<file path="config.mk">
export PLATFORM = sky130hd
export DESIGN_NAME = tomasulo_top
export DESIGN_NICKNAME = d
export VERILOG_FILES = /design/src/rtl/tomasulo_pkg.sv /design/src/rtl/inst_fifo.sv /design/src/rtl/dispatcher.sv /design/src/rtl/exe_pipe.sv /design/src/rtl/reg_file.sv /design/src/rtl/tomasulo_top.sv
export VERILOG_INCLUDE_DIRS = /design/src /design/src/rtl
export SDC_FILE = /design/constraint.sdc
export NUM_CORES = 2
export LEC_CHECK = 0
export ABC_AREA = 0
export BUFFER_PORTS_ARGS = -buffer_cell sky130_fd_sc_hd__clkbuf_2
export CAP_MARGIN = 20
export CORE_MARGIN = 5
export CORE_UTILIZATION = 40
export CTS_CLUSTER_DIAMETER = 80
export CTS_CLUSTER_SIZE = 30
export DETAILED_ROUTE_END_ITERATION = 6
export HOLD_SLACK_MARGIN = 0.02
export PLACE_DENSITY = 0.55
export SLEW_MARGIN = 20
export SYNTH_ARGS = -nofsm -noshare
export SYNTH_HDL_FRONTEND = slang
export SYNTH_SLANG_ARGS = --single-unit
</file>
<file path="constraint.sdc">
create_clock -name clk -period 28.2 [get_ports clk]
set_input_delay 5.64 -clock clk [delete_from_list [all_inputs] [get_ports clk]]
set_output_delay 5.64 -clock clk [all_outputs]
set_load 0.05 [all_outputs]
</file>
<file path="src/rtl/tomasulo_consts.svh">
/*
  Core constants for the in-order issue core
  Depths, widths, opcode encodings and execution pipe latencies
*/
`ifndef TOMASULO_CONSTS_SVH
`define TOMASULO_CONSTS_SVH

// Architectural register file
`define REG_N       16
`define REG_W       4
`define WORD_W      32
`define IMM_W       16
`define OP_W        3

// Instruction FIFO, index width excludes the wrap bit
`define FIFO_DEPTH  16
`define FIFO_PTR_W  4

// Arithmetic class
`define OP_ADD      3'd0
`define OP_SUB      3'd1
`define OP_LDI      3'd2
// Logic class
`define OP_AND      3'd3
`define OP_OR       3'd4
`define OP_XOR      3'd5
// Multiply class
`define OP_MUL      3'd6

// Cycles from issue to the beat on the result bus
`define LAT_ARITH   2
`define LAT_LOGIC   1
`define LAT_MPY     3

// One more than the longest latency
`define SLOT_W      4

`endif

</file>
<file path="src/rtl/tomasulo_pkg.sv">
/*
  Shared types of the issue core
  Instruction word, issued operation and result bus beat
*/
`include "tomasulo_consts.svh"

package tomasulo_pkg;

  // Instruction as it sits in the FIFO, 31 bits
  typedef struct packed {
    logic [`REG_W-1:0]  ra1;
    logic [`REG_W-1:0]  ra0;
    logic [`REG_W-1:0]  wa;
    logic [`OP_W-1:0]   op;
    logic [`IMM_W-1:0]  imm;
  } inst_t;

  // Operation handed to one execution pipe, 88 bits
  // Operands are already read from the register file
  typedef struct packed {
    logic               valid;
    logic [`OP_W-1:0]   op;
    logic [`REG_W-1:0]  wa;
    logic [`WORD_W-1:0] a;
    logic [`WORD_W-1:0] b;
    logic [`IMM_W-1:0]  imm;
  } issue_t;

  // One beat on the shared result bus, 37 bits
  // An idle beat is all zeros so that pipe outputs can be ORed
  typedef struct packed {
    logic               valid;
    logic [`REG_W-1:0]  wa;
    logic [`WORD_W-1:0] wdata;
  } result_t;

endpackage

</file>
<file path="src/rtl/inst_fifo.sv">
/*
  Instruction FIFO
  Circular store with wrap-bit pointers, head presented combinationally,
  empty and full flags registered from the next-state pointers
*/
`timescale 1ns/1ps
`include "tomasulo_consts.svh"

module inst_fifo #(
  parameter type T = tomasulo_pkg::inst_t
) (
  input  logic clk,
  input  logic rst,
  input  logic push,
  input  T     din,
  input  logic head_pop,
  output T     head,
  output logic head_vld,
  output logic full
);

  // Top bit of each pointer is the wrap bit and the rest index the store
  logic [`FIFO_PTR_W:0]   wr_ptr_r;
  logic [`FIFO_PTR_W:0]   rd_ptr_r;
  logic [`FIFO_PTR_W:0]   wr_ptr_nxt;
  logic [`FIFO_PTR_W:0]   rd_ptr_nxt;
  logic                   empty_r;
  logic                   full_r;
  T                       mem [`FIFO_DEPTH];

  assign wr_ptr_nxt = push ? wr_ptr_r + 1'b1 : wr_ptr_r;
  assign rd_ptr_nxt = head_pop ? rd_ptr_r + 1'b1 : rd_ptr_r;

  always_ff @(posedge clk)
  begin
    if (rst)
    begin
      wr_ptr_r <= '0;
      rd_ptr_r <= '0;
      empty_r  <= 1'b1;
      full_r   <= 1'b0;
    end
    else
    begin
      wr_ptr_r <= wr_ptr_nxt;
      rd_ptr_r <= rd_ptr_nxt;
      // Equal pointers mean empty
      empty_r  <= (rd_ptr_nxt == wr_ptr_nxt);
      // Same index on opposite laps means every entry is in use
      full_r   <= (rd_ptr_nxt[`FIFO_PTR_W] != wr_ptr_nxt[`FIFO_PTR_W]) &&
                  (rd_ptr_nxt[`FIFO_PTR_W-1:0] == wr_ptr_nxt[`FIFO_PTR_W-1:0]);
    end
  end

  // Write port of the circular store
  always_ff @(posedge clk)
  begin
    if (push)
    begin
      mem[wr_ptr_r[`FIFO_PTR_W-1:0]] <= din;
    end
  end

  assign head     = mem[rd_ptr_r[`FIFO_PTR_W-1:0]];
  assign head_vld = ~empty_r;
  assign full     = full_r;

endmodule

</file>
<file path="src/rtl/dispatcher.sv">
/*
  In-order dispatcher
  Issues the FIFO head to its execution pipe once sources and destination
  are free and the result bus cycle at the pipe latency is unreserved
*/
`timescale 1ns/1ps
`include "tomasulo_consts.svh"

module dispatcher (
  input  logic                   clk,
  input  logic                   rst,
  input  tomasulo_pkg::inst_t    head,
  input  logic                   head_vld,
  output logic                   head_pop,
  input  logic [`WORD_W-1:0]     rdata0,
  input  logic [`WORD_W-1:0]     rdata1,
  output tomasulo_pkg::issue_t   arith_iss,
  output tomasulo_pkg::issue_t   logic_iss,
  output tomasulo_pkg::issue_t   mpy_iss,
  input  logic                   wb_clr,
  input  logic [`REG_W-1:0]      wb_wa
);

  // One busy bit per register, set at issue and cleared at write-back
  logic [`REG_N-1:0]     busy_r;
  logic [`REG_N-1:0]     busy_nxt;
  // Bit i set means the result bus is taken i cycles from now
  logic [`SLOT_W-1:0]    slot_r;
  logic [`SLOT_W-1:0]    slot_nxt;
  // One-hot of the head's latency, used to test the slot word
  logic [`SLOT_W-1:0]    lat_mask;
  logic                  is_arith;
  logic                  is_logic;
  logic                  is_mpy;
  logic                  uses_src;
  logic                  src_busy;
  logic                  dst_busy;
  logic                  slot_taken;
  logic                  issue;
  tomasulo_pkg::issue_t  iss;

  // Opcode class decode
  always_comb
  begin
    is_arith = (head.op <= `OP_LDI);
    is_logic = (head.op >= `OP_AND) && (head.op <= `OP_XOR);
    // Unused encodings above MUL go to the multiply pipe as well
    is_mpy   = (head.op >= `OP_MUL);
    // Load-immediate reads no register
    uses_src = (head.op != `OP_LDI);
  end

  always_comb
  begin
    lat_mask = '0;
    if (is_arith)
    begin
      lat_mask[`LAT_ARITH] = 1'b1;
    end
    if (is_logic)
    begin
      lat_mask[`LAT_LOGIC] = 1'b1;
    end
    if (is_mpy)
    begin
      lat_mask[`LAT_MPY] = 1'b1;
    end
  end

  // Hazard checks, any one of them holds the head in the FIFO
  assign src_busy   = uses_src & (busy_r[head.ra0] | busy_r[head.ra1]);
  assign dst_busy   = busy_r[head.wa];
  assign slot_taken = |(slot_r & lat_mask);
  assign issue      = head_vld & ~src_busy & ~dst_busy & ~slot_taken;
  assign head_pop   = issue;

  // Operands come straight from the asynchronous register file read
  always_comb
  begin
    iss       = '0;
    iss.valid = issue;
    iss.op    = head.op;
    iss.wa    = head.wa;
    iss.a     = rdata0;
    iss.b     = rdata1;
    iss.imm   = head.imm;

    arith_iss       = iss;
    arith_iss.valid = issue & is_arith;
    logic_iss       = iss;
    logic_iss.valid = issue & is_logic;
    mpy_iss         = iss;
    mpy_iss.valid   = issue & is_mpy;
  end

  always_comb
  begin
    busy_nxt = busy_r;
    if (wb_clr)
    begin
      busy_nxt[wb_wa] = 1'b0;
    end
    // A busy destination blocks issue, so this never meets the clear above
    if (issue)
    begin
      busy_nxt[head.wa] = 1'b1;
    end
  end

  // The word shifts down one slot per cycle, so a reservation made now
  // lands one position below the latency that was tested
  assign slot_nxt = (slot_r >> 1) | (issue ? (lat_mask >> 1) : '0);

  always_ff @(posedge clk)
  begin
    if (rst)
    begin
      busy_r <= '0;
      slot_r <= '0;
    end
    else
    begin
      busy_r <= busy_nxt;
      slot_r <= slot_nxt;
    end
  end

endmodule

</file>
<file path="src/rtl/exe_pipe.sv">
/*
  Execution pipe
  Computes the operation in the issue cycle and delays it through a
  LATENCY-deep chain, so the bus beat appears exactly LATENCY cycles later
*/
`timescale 1ns/1ps
`include "tomasulo_consts.svh"

module exe_pipe #(
  parameter int LATENCY = 1
) (
  input  logic                  clk,
  input  logic                  rst,
  input  tomasulo_pkg::issue_t  iss,
  output tomasulo_pkg::result_t res
);

  logic [`WORD_W-1:0]     result;
  tomasulo_pkg::result_t  beat;
  // Stage i holds the beat issued i+1 cycles ago
  tomasulo_pkg::result_t  stage_r [LATENCY];

  always_comb
  begin
    case (iss.op)
      `OP_ADD: result = iss.a + iss.b;
      `OP_SUB: result = iss.a - iss.b;
      // Immediate is zero-extended
      `OP_LDI: result = {{(`WORD_W-`IMM_W){1'b0}}, iss.imm};
      `OP_AND: result = iss.a & iss.b;
      `OP_OR:  result = iss.a | iss.b;
      `OP_XOR: result = iss.a ^ iss.b;
      // Low word of the product
      `OP_MUL: result = iss.a * iss.b;
      default: result = '0;
    endcase
  end

  // Idle beats are forced to zero since the top level ORs all pipes
  always_comb
  begin
    beat = '0;
    if (iss.valid)
    begin
      beat.valid = 1'b1;
      beat.wa    = iss.wa;
      beat.wdata = result;
    end
  end

  always_ff @(posedge clk)
  begin
    if (rst)
    begin
      for (int i = 0; i < LATENCY; i++)
      begin
        stage_r[i] <= '0;
      end
    end
    else
    begin
      stage_r[0] <= beat;
      // Several operations can be in flight at once
      for (int i = 1; i < LATENCY; i++)
      begin
        stage_r[i] <= stage_r[i-1];
      end
    end
  end

  assign res = stage_r[LATENCY-1];

endmodule

</file>
<file path="src/rtl/reg_file.sv">
/*
  Register file and write-back port
  Two asynchronous read ports, one write from the result bus, and the
  registered output beat that also clears the dispatcher busy bit
*/
`timescale 1ns/1ps
`include "tomasulo_consts.svh"

module reg_file (
  input  logic                  clk,
  input  logic                  rst,
  input  logic [`REG_W-1:0]     ra0,
  input  logic [`REG_W-1:0]     ra1,
  output logic [`WORD_W-1:0]    rdata0,
  output logic [`WORD_W-1:0]    rdata1,
  input  tomasulo_pkg::result_t bus,
  output logic                  wb_clr,
  output logic [`REG_W-1:0]     wb_wa,
  output logic                  out_vld_r,
  output logic [`REG_W-1:0]     out_wa_r,
  output logic [`WORD_W-1:0]    out_wdata_r
);

  // Architectural state starts at zero
  logic [`WORD_W-1:0] regs [`REG_N];

  assign rdata0 = regs[ra0];
  assign rdata1 = regs[ra1];

  always_ff @(posedge clk)
  begin
    if (rst)
    begin
      regs <= '{default: '0};
    end
    else if (bus.valid)
    begin
      regs[bus.wa] <= bus.wdata;
    end
  end

  // Output beat follows the bus by one cycle
  always_ff @(posedge clk)
  begin
    if (rst)
    begin
      out_vld_r   <= 1'b0;
      out_wa_r    <= '0;
      out_wdata_r <= '0;
    end
    else
    begin
      out_vld_r   <= bus.valid;
      out_wa_r    <= bus.wa;
      out_wdata_r <= bus.wdata;
    end
  end

  // The word is in the array by now, so readers may be released
  assign wb_clr = out_vld_r;
  assign wb_wa  = out_wa_r;

endmodule

</file>
<file path="src/rtl/tomasulo_top.sv">
/*
  Issue core top level
  FIFO, dispatcher, arithmetic, logic and multiply pipes, shared result
  bus and register file with its write-back output
*/
`timescale 1ns/1ps
`include "tomasulo_consts.svh"

module tomasulo_top (
  input  logic                clk,
  input  logic                rst,
  input  logic                in_pass,
  input  tomasulo_pkg::inst_t in_inst,
  output logic                in_accept,
  output logic                out_vld_r,
  output logic [`REG_W-1:0]   out_wa_r,
  output logic [`WORD_W-1:0]  out_wdata_r
);

  tomasulo_pkg::inst_t    head;
  logic                   head_vld;
  logic                   head_pop;
  logic                   fifo_push;
  logic                   fifo_full;
  logic [`WORD_W-1:0]     rdata0;
  logic [`WORD_W-1:0]     rdata1;
  tomasulo_pkg::issue_t   arith_iss;
  tomasulo_pkg::issue_t   logic_iss;
  tomasulo_pkg::issue_t   mpy_iss;
  tomasulo_pkg::result_t  arith_res;
  tomasulo_pkg::result_t  logic_res;
  tomasulo_pkg::result_t  mpy_res;
  tomasulo_pkg::result_t  bus;
  logic                   wb_clr;
  logic [`REG_W-1:0]      wb_wa;

  // Accept whenever the registered full flag is low
  assign in_accept = ~fifo_full;
  assign fifo_push = in_pass & in_accept;

  inst_fifo #(.T(tomasulo_pkg::inst_t)) u_fifo (
    .clk      (clk),
    .rst      (rst),
    .push     (fifo_push),
    .din      (in_inst),
    .head_pop (head_pop),
    .head     (head),
    .head_vld (head_vld),
    .full     (fifo_full)
  );

  dispatcher u_dispatcher (
    .clk       (clk),
    .rst       (rst),
    .head      (head),
    .head_vld  (head_vld),
    .head_pop  (head_pop),
    .rdata0    (rdata0),
    .rdata1    (rdata1),
    .arith_iss (arith_iss),
    .logic_iss (logic_iss),
    .mpy_iss   (mpy_iss),
    .wb_clr    (wb_clr),
    .wb_wa     (wb_wa)
  );

  exe_pipe #(.LATENCY(`LAT_ARITH)) u_arith (
    .clk (clk),
    .rst (rst),
    .iss (arith_iss),
    .res (arith_res)
  );

  exe_pipe #(.LATENCY(`LAT_LOGIC)) u_logic (
    .clk (clk),
    .rst (rst),
    .iss (logic_iss),
    .res (logic_res)
  );

  exe_pipe #(.LATENCY(`LAT_MPY)) u_mpy (
    .clk (clk),
    .rst (rst),
    .iss (mpy_iss),
    .res (mpy_res)
  );

  // Slot reservation keeps the three beats exclusive and idle pipes drive zero
  assign bus = tomasulo_pkg::result_t'(arith_res | logic_res | mpy_res);

  reg_file u_reg_file (
    .clk         (clk),
    .rst         (rst),
    .ra0         (head.ra0),
    .ra1         (head.ra1),
    .rdata0      (rdata0),
    .rdata1      (rdata1),
    .bus         (bus),
    .wb_clr      (wb_clr),
    .wb_wa       (wb_wa),
    .out_vld_r   (out_vld_r),
    .out_wa_r    (out_wa_r),
    .out_wdata_r (out_wdata_r)
  );

endmodule

</file>
Word level (Yosys, flattened, before mapping) --
Memory sizes are Yosys's and may differ from the RTL's. A register that Yosys moved wholly into a read port is not among the register bits. Index checks and enable logic that the tools add are counted.
Storage, ports and cells: flip-flop bits (word level) 581, bits in writable memories 718, input bits 34, output and inout port bits 38, logic and storage cells 142, memories 4
Cells by class: add/sub/neg operators 4, multiply operators 1, order comparisons 14, equal/unequal tests 10, mux-type cells 44, bitwise operators 32, reduce and logical (&&, ||, !) cells 8
Memory list:
- u_fifo.mem | depth 16, width 31, rd ports 1, clocked after memory_dff 1, write ports 1, line inst_fifo.sv:29 | T mem [`FIFO_DEPTH];
- u_mpy.stage_r | depth 3, width 37, rd ports 3, clocked after memory_dff 0, write ports 3, line exe_pipe.sv:21 | tomasulo_pkg::result_t stage_r [LATENCY];
- u_arith.stage_r | depth 2, width 37, rd ports 2, clocked after memory_dff 0, write ports 2, line exe_pipe.sv:21
- u_logic.stage_r | depth 1, width 37, rd ports 1, clocked after memory_dff 0, write ports 1, line exe_pipe.sv:21
Operators with widths (count):
- bitwise mux 512 bit | 1
- 2-to-1 mux 37 bit | 9
- binary-select mux 32 bit (select 4 bit) | 2
- case mux 32 bit (7 select lines) | 1
- 2-to-1 mux 32 bit | 5
- demux 32 bit (select 4 bit) | 1
- OR 37 bit | 2
- OR reduction 37 bit | 1
- adder 32 bit | 1
- bitwise AND 32 bit | 1
- multiplier 32 x 32 -> 32 bit | 1
- 2-to-1 mux 16 bit | 2
- OR 32 bit | 1
- subtractor 32 bit | 1
- bitwise XOR 32 bit | 1
- less-than comparator 4 x 5 -> 1 bit, second input constant | 4
- bitwise AND 16 bit | 1
- NOT 16 bit | 1
- OR 16 bit | 1
- greater-or-equal comparator 5 bit, second input constant | 3
- NOT 4 -> 5 bit | 3
- 2-to-1 mux 1 bit | 14
- binary-select mux 1 bit (select 4 bit) | 3
- adder 5 x 1 -> 5 bit, second input constant | 2
- other kinds (25) | 51

Logic depth before layout (Yosys ltp) --
depth after elaboration 11, depth in mapped cells 51, depth with buffers taken out 41

Cells and area by module --
From an unflattened synthesis, not the netlist that was laid out.
Unflattened totals: cell total of the unflattened synthesis 11751, area, all modules 113951.8 um2
By module, submodules not included:
- reg_file | times used 1, cells each 3034, area an instance 28025.6 um2, sequential area each 10990.5 um2
- exe_pipe (u_mpy) | times used 1, cells each 2526, area an instance 21994.8 um2, sequential area each 2222.1 um2
- exe_pipe (u_arith) | times used 1, cells each 2431, area an instance 20923.8 um2, sequential area each 1481.4 um2
- exe_pipe (u_logic) | times used 1, cells each 2345, area an instance 19806.5 um2, sequential area each 740.7 um2
- inst_fifo | times used 1, cells each 973, area an instance 19560.0 um2, sequential area each 15134.5 um2
- dispatcher | times used 1, cells each 403, area an instance 3399.5 um2, sequential area each 360.3 um2
- tomasulo_top | times used 1, cells each 39, area an instance 241.5 um2, sequential area each 0.0 um2

Least setup slack after synthesis --
OpenSTA, ideal clock, no wires.
kind register to register, start point register u_fifo.rd_ptr_r[0] (netlist name), end point memory u_logic.stage_r[0][31] in the netlist's numbering, library setup time 0.116 ns, arrival time 10.023 ns, data required time 28.084 ns, slack 18.061 ns, cell stages (with the launch flop) 45, buffers on the path 8, period minus slack after synthesis 10.139 ns, path through dfxtp_1 -> buf_6 -> buf_12 -> mux4_2 -> or2_1 -> nand3_2 -> nand2_1 -> buf_4 -> buf_6 -> buf_6 -> buf_6 -> buf_4 -> mux4_2 -> nor3b_1 -> a211oi_2 -> clkbuf_1 -> nor2_1 -> fa_1 -> [9 not listed] -> fa_1 -> inv_1 -> ha_1 -> a21o_1 -> a21oi_1 -> nand2_1 -> o21ai_0 -> o21ai_0 -> a21oi_1 -> nor2b_1 -> o21ai_0 -> a21oi_1 -> a31oi_1 -> o21ai_0 -> xor2_1 -> a221o_1 -> a21oi_2 -> nor2_1
RTL lines (line):
- end: declaration | exe_pipe.sv:21

==> flow_summary.yaml <==
worst_hold_path:
  hold_end: "u_mpy.stage_r[0][105]"
  holdCritStartpoint: "u_mpy.stage_r[0][68]"
  hold_path_depth: 1
  worstHoldPathType: "reg -> reg"
finish:
  drive_gt1_share_pct: 9.64
  area_delta_synth_final_pct: 7.55
  final_net_count: 7869
  combined_area_of_the_multi_input_logic_cells_um2: 38900
  design_area_um2: 79700
  fillers: 17714
  register_area_um2: 30900
drt:
  drt-vias-per-instance: 5.68
  drt.antenna.violating_nets: 0
  via_count: 55421
  post_drt_wl_per_cell_um: 25.2
  initialDrtViolationCount: 6106
  firstDrtPassIters: 6
  routed_wirelength_mm: 245
  post-route-drc-count: 0
clock_network:
  post_cts_resized: 0
  cts-root-to-sink-buffers: 3
  root_buffer: "sky130_fd_sc_hd__clkbuf_16"
  holdBufCountCts: 0
  cts_post_setup_buffers_inserted: 0
  cts_buffers: 80
  clock_pin_slew_on_the_worst_setup_and_hold_paths_ps: 110
  tritoncts_clock_tree: "yes"
  worst_skew_pair.late_latency_ps: 760
  tritoncts_num_sinks: 1297
  cts_htree_levels: 3
timing:
  tightestPinTransition_ps: 1220
  max_freq_mhz: 70.4
  setup_tns_ps: 0
  worst_slack_setup_final_ps: 14000
  hold_viol_final: 0
  drv_slew: 0
  clock_skew_ps: 55.6
  headroom_to_the_max_slew_limit_pct: 18.8
  min_period_ps: 14200
  fin_hold_ws_ps: 437
  min_period_over_period_pct: 50.4
  setup_viol: 0
  grt_setup_unrepaired: "no"
setup_path:
  worst-r2r-cell-count: 42
  regToRegEndpoint: "u_logic.stage_r[0][31]"
  critical_path.max_fanout: 62
  most_numerous_cell_on_the_critical_path: "sky130_fd_sc_hd__fa_1"
  critical_path_class: "reg -> reg"
  critical-path-top-delay-family: "adder cells"
  rrSetupSlack_ps: 14000
  kind_of_capture_point_of_the_worst_setup_path: "flip-flop"
  crit_path_start_kind: "flip-flop"
  critical_path_buf_inv_count: 8
  crit-reg2reg-launch: "u_fifo.rd_ptr_r[2]"
  critPathArrivalTime_ps: 14800
  worst_path_largest_cell_delay_ps: 900
  critical_path_top_delay_cell: "sky130_fd_sc_hd__nand2_4"
  required_ps: 28800
place:
  dp_slack_ps: 14070
  place_area_um2: 76700
  place_hpwl_mm: 157
  gp_routability_congestion: 0.930
  portBuffers: 71
global_routing:
  initial_antenna_violation_count: 9
  grt_overflow_total: 0
  grt_pass1_wl_mm: 364
  grt_util_all_layers_pct: 24.9
  grt_max_degree: 236
  grt_pass1_vias: 55049
logic_synthesis:
  cell_types_occupying_the_most_area_after_synthesis: "sky130_fd_sc_hd__dfxtp_1 22%, sky130_fd_sc_hd__edfxtp_1 20%, sky130_fd_sc_hd__fa_1 11%"
  ys_seq_elements: 1297
  synth_cell_type_count: 101
  synth_most_common_cell: "sky130_fd_sc_hd__nor2_1"
  synth_top_cell_by_area: "sky130_fd_sc_hd__dfxtp_1"
  synth.net_count: 8084
  postSynthCellCount: 7418
  synth_seq_area_share_pct: 41.7
  ys_async_sr_fraction_pct: 0
  synth_area_um2: 74100
  syn_avg_cell_area_um2: 9.99
  synth_top_flop_cell: "sky130_fd_sc_hd__dfxtp_1"
  count_of_flip_flops_with_a_built_in_enable_after_synthesis: 496
  synth-warning-count: 0
  synth_largest_type_area_fraction_pct: 21.6
  cell_types_with_the_highest_counts_after_synthesis: "1170 x sky130_fd_sc_hd__nor2_1, 801 x sky130_fd_sc_hd__dfxtp_1, 797 x sky130_fd_sc_hd__nand2_1"
floorplan:
  placementRows: 158
  boundaryPins: 72
  die_y_um: 440
  die_outline_area_um2: 194000
  die_width_um: 440
  initial_core_utilization_pct: 40.1
  core_um2: 185000
pwr:
  worst_ir_drop_vdd_mv: 0.200
  powerDensity_nw_per_um2: 107
  total_leakage_power_uw: 0.0292
run:
  cap_violations: 0
status:
  status: "finished clean"
[worst register-to-register path, delay by kind of cell, from the launching register on]
family / cells / cell delay [ps]
AOI/OAI and AO/OA: 11 / 3170
xor gates and xnor gates: 1 / 120
adders and majority gates: 10 / 4170
buffers and inverters: 8 / 2630
DFF: 1 / 320
muxes: 1 / 440
and+or+nand+nor: 11 / 3200
[power breakdown]
part	internal, uW	leakage (uW)	switching [uW]
clock network	634	0.00145	762
registers	1990	0.0109	27.0
logic	1900	0.0169	3180
[flip-flops by register name (all words and copies together), names as in the netlist, 2 cells and up]
signal / count
u_dispatcher.slot_r: 2
u_reg_file.regs: 512
u_fifo.wr_ptr_r: 5
u_fifo.rd_ptr_r: 5
u_reg_file.out_wa_r: 4
u_mpy.stage_r: 111
u_arith.stage_r: 74
u_fifo.mem: 496
u_dispatcher.busy_r: 16
u_reg_file.out_wdata_r: 32
u_logic.stage_r: 37
[cell usage in the layout, fill, tap and decap left out, types with 15 or more instances in the layout]
cell type,n
sky130_fd_sc_hd__xor2_1,29
sky130_fd_sc_hd__nor2_4,21
sky130_fd_sc_hd__nor2_1,1151
sky130_fd_sc_hd__fa_1,409
sky130_fd_sc_hd__mux2i_1,255
sky130_fd_sc_hd__dfxtp_1,797
sky130_fd_sc_hd__ha_1,223
sky130_fd_sc_hd__o211ai_1,64
sky130_fd_sc_hd__mux2_2,28
sky130_fd_sc_hd__buf_4,158
sky130_fd_sc_hd__a32o_1,15
sky130_fd_sc_hd__a311oi_1,26
sky130_fd_sc_hd__inv_1,518
sky130_fd_sc_hd__edfxtp_1,496
sky130_fd_sc_hd__nor3_2,30
sky130_fd_sc_hd__nor3_1,42
sky130_fd_sc_hd__mux4_2,143
sky130_fd_sc_hd__a22oi_1,22
sky130_fd_sc_hd__nand3_1,267
sky130_fd_sc_hd__clkinv_1,20
sky130_fd_sc_hd__nand2b_1,18
sky130_fd_sc_hd__clkbuf_2,70
sky130_fd_sc_hd__clkbuf_16,81
sky130_fd_sc_hd__a211oi_1,559
sky130_fd_sc_hd__o21ai_0,131
sky130_fd_sc_hd__a31oi_1,27
sky130_fd_sc_hd__a21o_1,28
sky130_fd_sc_hd__o22ai_1,22
sky130_fd_sc_hd__and3_1,57
sky130_fd_sc_hd__nand2_1,793
sky130_fd_sc_hd__a21oi_1,136
sky130_fd_sc_hd__nor2b_1,131
sky130_fd_sc_hd__xnor2_1,111
[how the worst max path moves through the flow]
stage	start	endpoint	cells past startpoint
after global placement	u_fifo.rd_ptr_r[0]	u_logic.stage_r[0][31]	40
after floorplan	u_fifo.rd_ptr_r[0]	u_logic.stage_r[0][31]	44
after detailed placement	u_fifo.rd_ptr_r[0]	u_logic.stage_r[0][31]	40
final	u_fifo.rd_ptr_r[2]	u_logic.stage_r[0][31]	42
after global routing	u_fifo.rd_ptr_r[0]	u_logic.stage_r[0][31]	40
after CTS	u_fifo.rd_ptr_r[0]	u_logic.stage_r[0][31]	40
[stage by stage]
stage | power, uW | util (%) | instances
after floorplan | 5490 | - | 7418
after global placement | 7040 | 41.5 | 9600
after detailed placement | 7100 | 41.5 | 9601
after CTS | 8520 | 43.1 | 9750
after global routing | 9030 | 43.1 | 9750
final | 8490 | 43.1 | 9752
[area by class of cell]
type / count / share of cell area [%]
antenna: 2 / 0.00628
clock buffer: 89 / 2.62
timing repair buffer: 234 / 2.06
inverter: 548 / 2.58
tap: 2480 / 3.89
sequential: 1297 / 38.8
multi-input combinational: 5042 / 48.8
clock inverter: 60 / 1.17
[routing by layer]
metal  up-vias  wire (um)  part of all wire [%]  global-route usage [%]
met3       396      18100                   7.4                    4.08
met1     27822     107000                    43                    34.6
met2      2115     112000                    46                    39.9
met5         -         77                 0.031                       0
li1      25078          -                     -                       -
met4        10       8100                   3.3                    7.68
[logic make-up after synthesis]
logic type	count (synthesis)	share of synthesized area (%)
AO/OA/AOI/OAI	1202	11.6
XOR/XNOR	147	1.87
adder cells (fa/ha/maj)	632	14.8
buffers and inverters	1079	6.43
flip-flops	1297	41.7
multiplexers	438	8.45
AND/OR/NAND/NOR	2623	15.1
No activity file was read; power rests on OpenSTA's default activity.
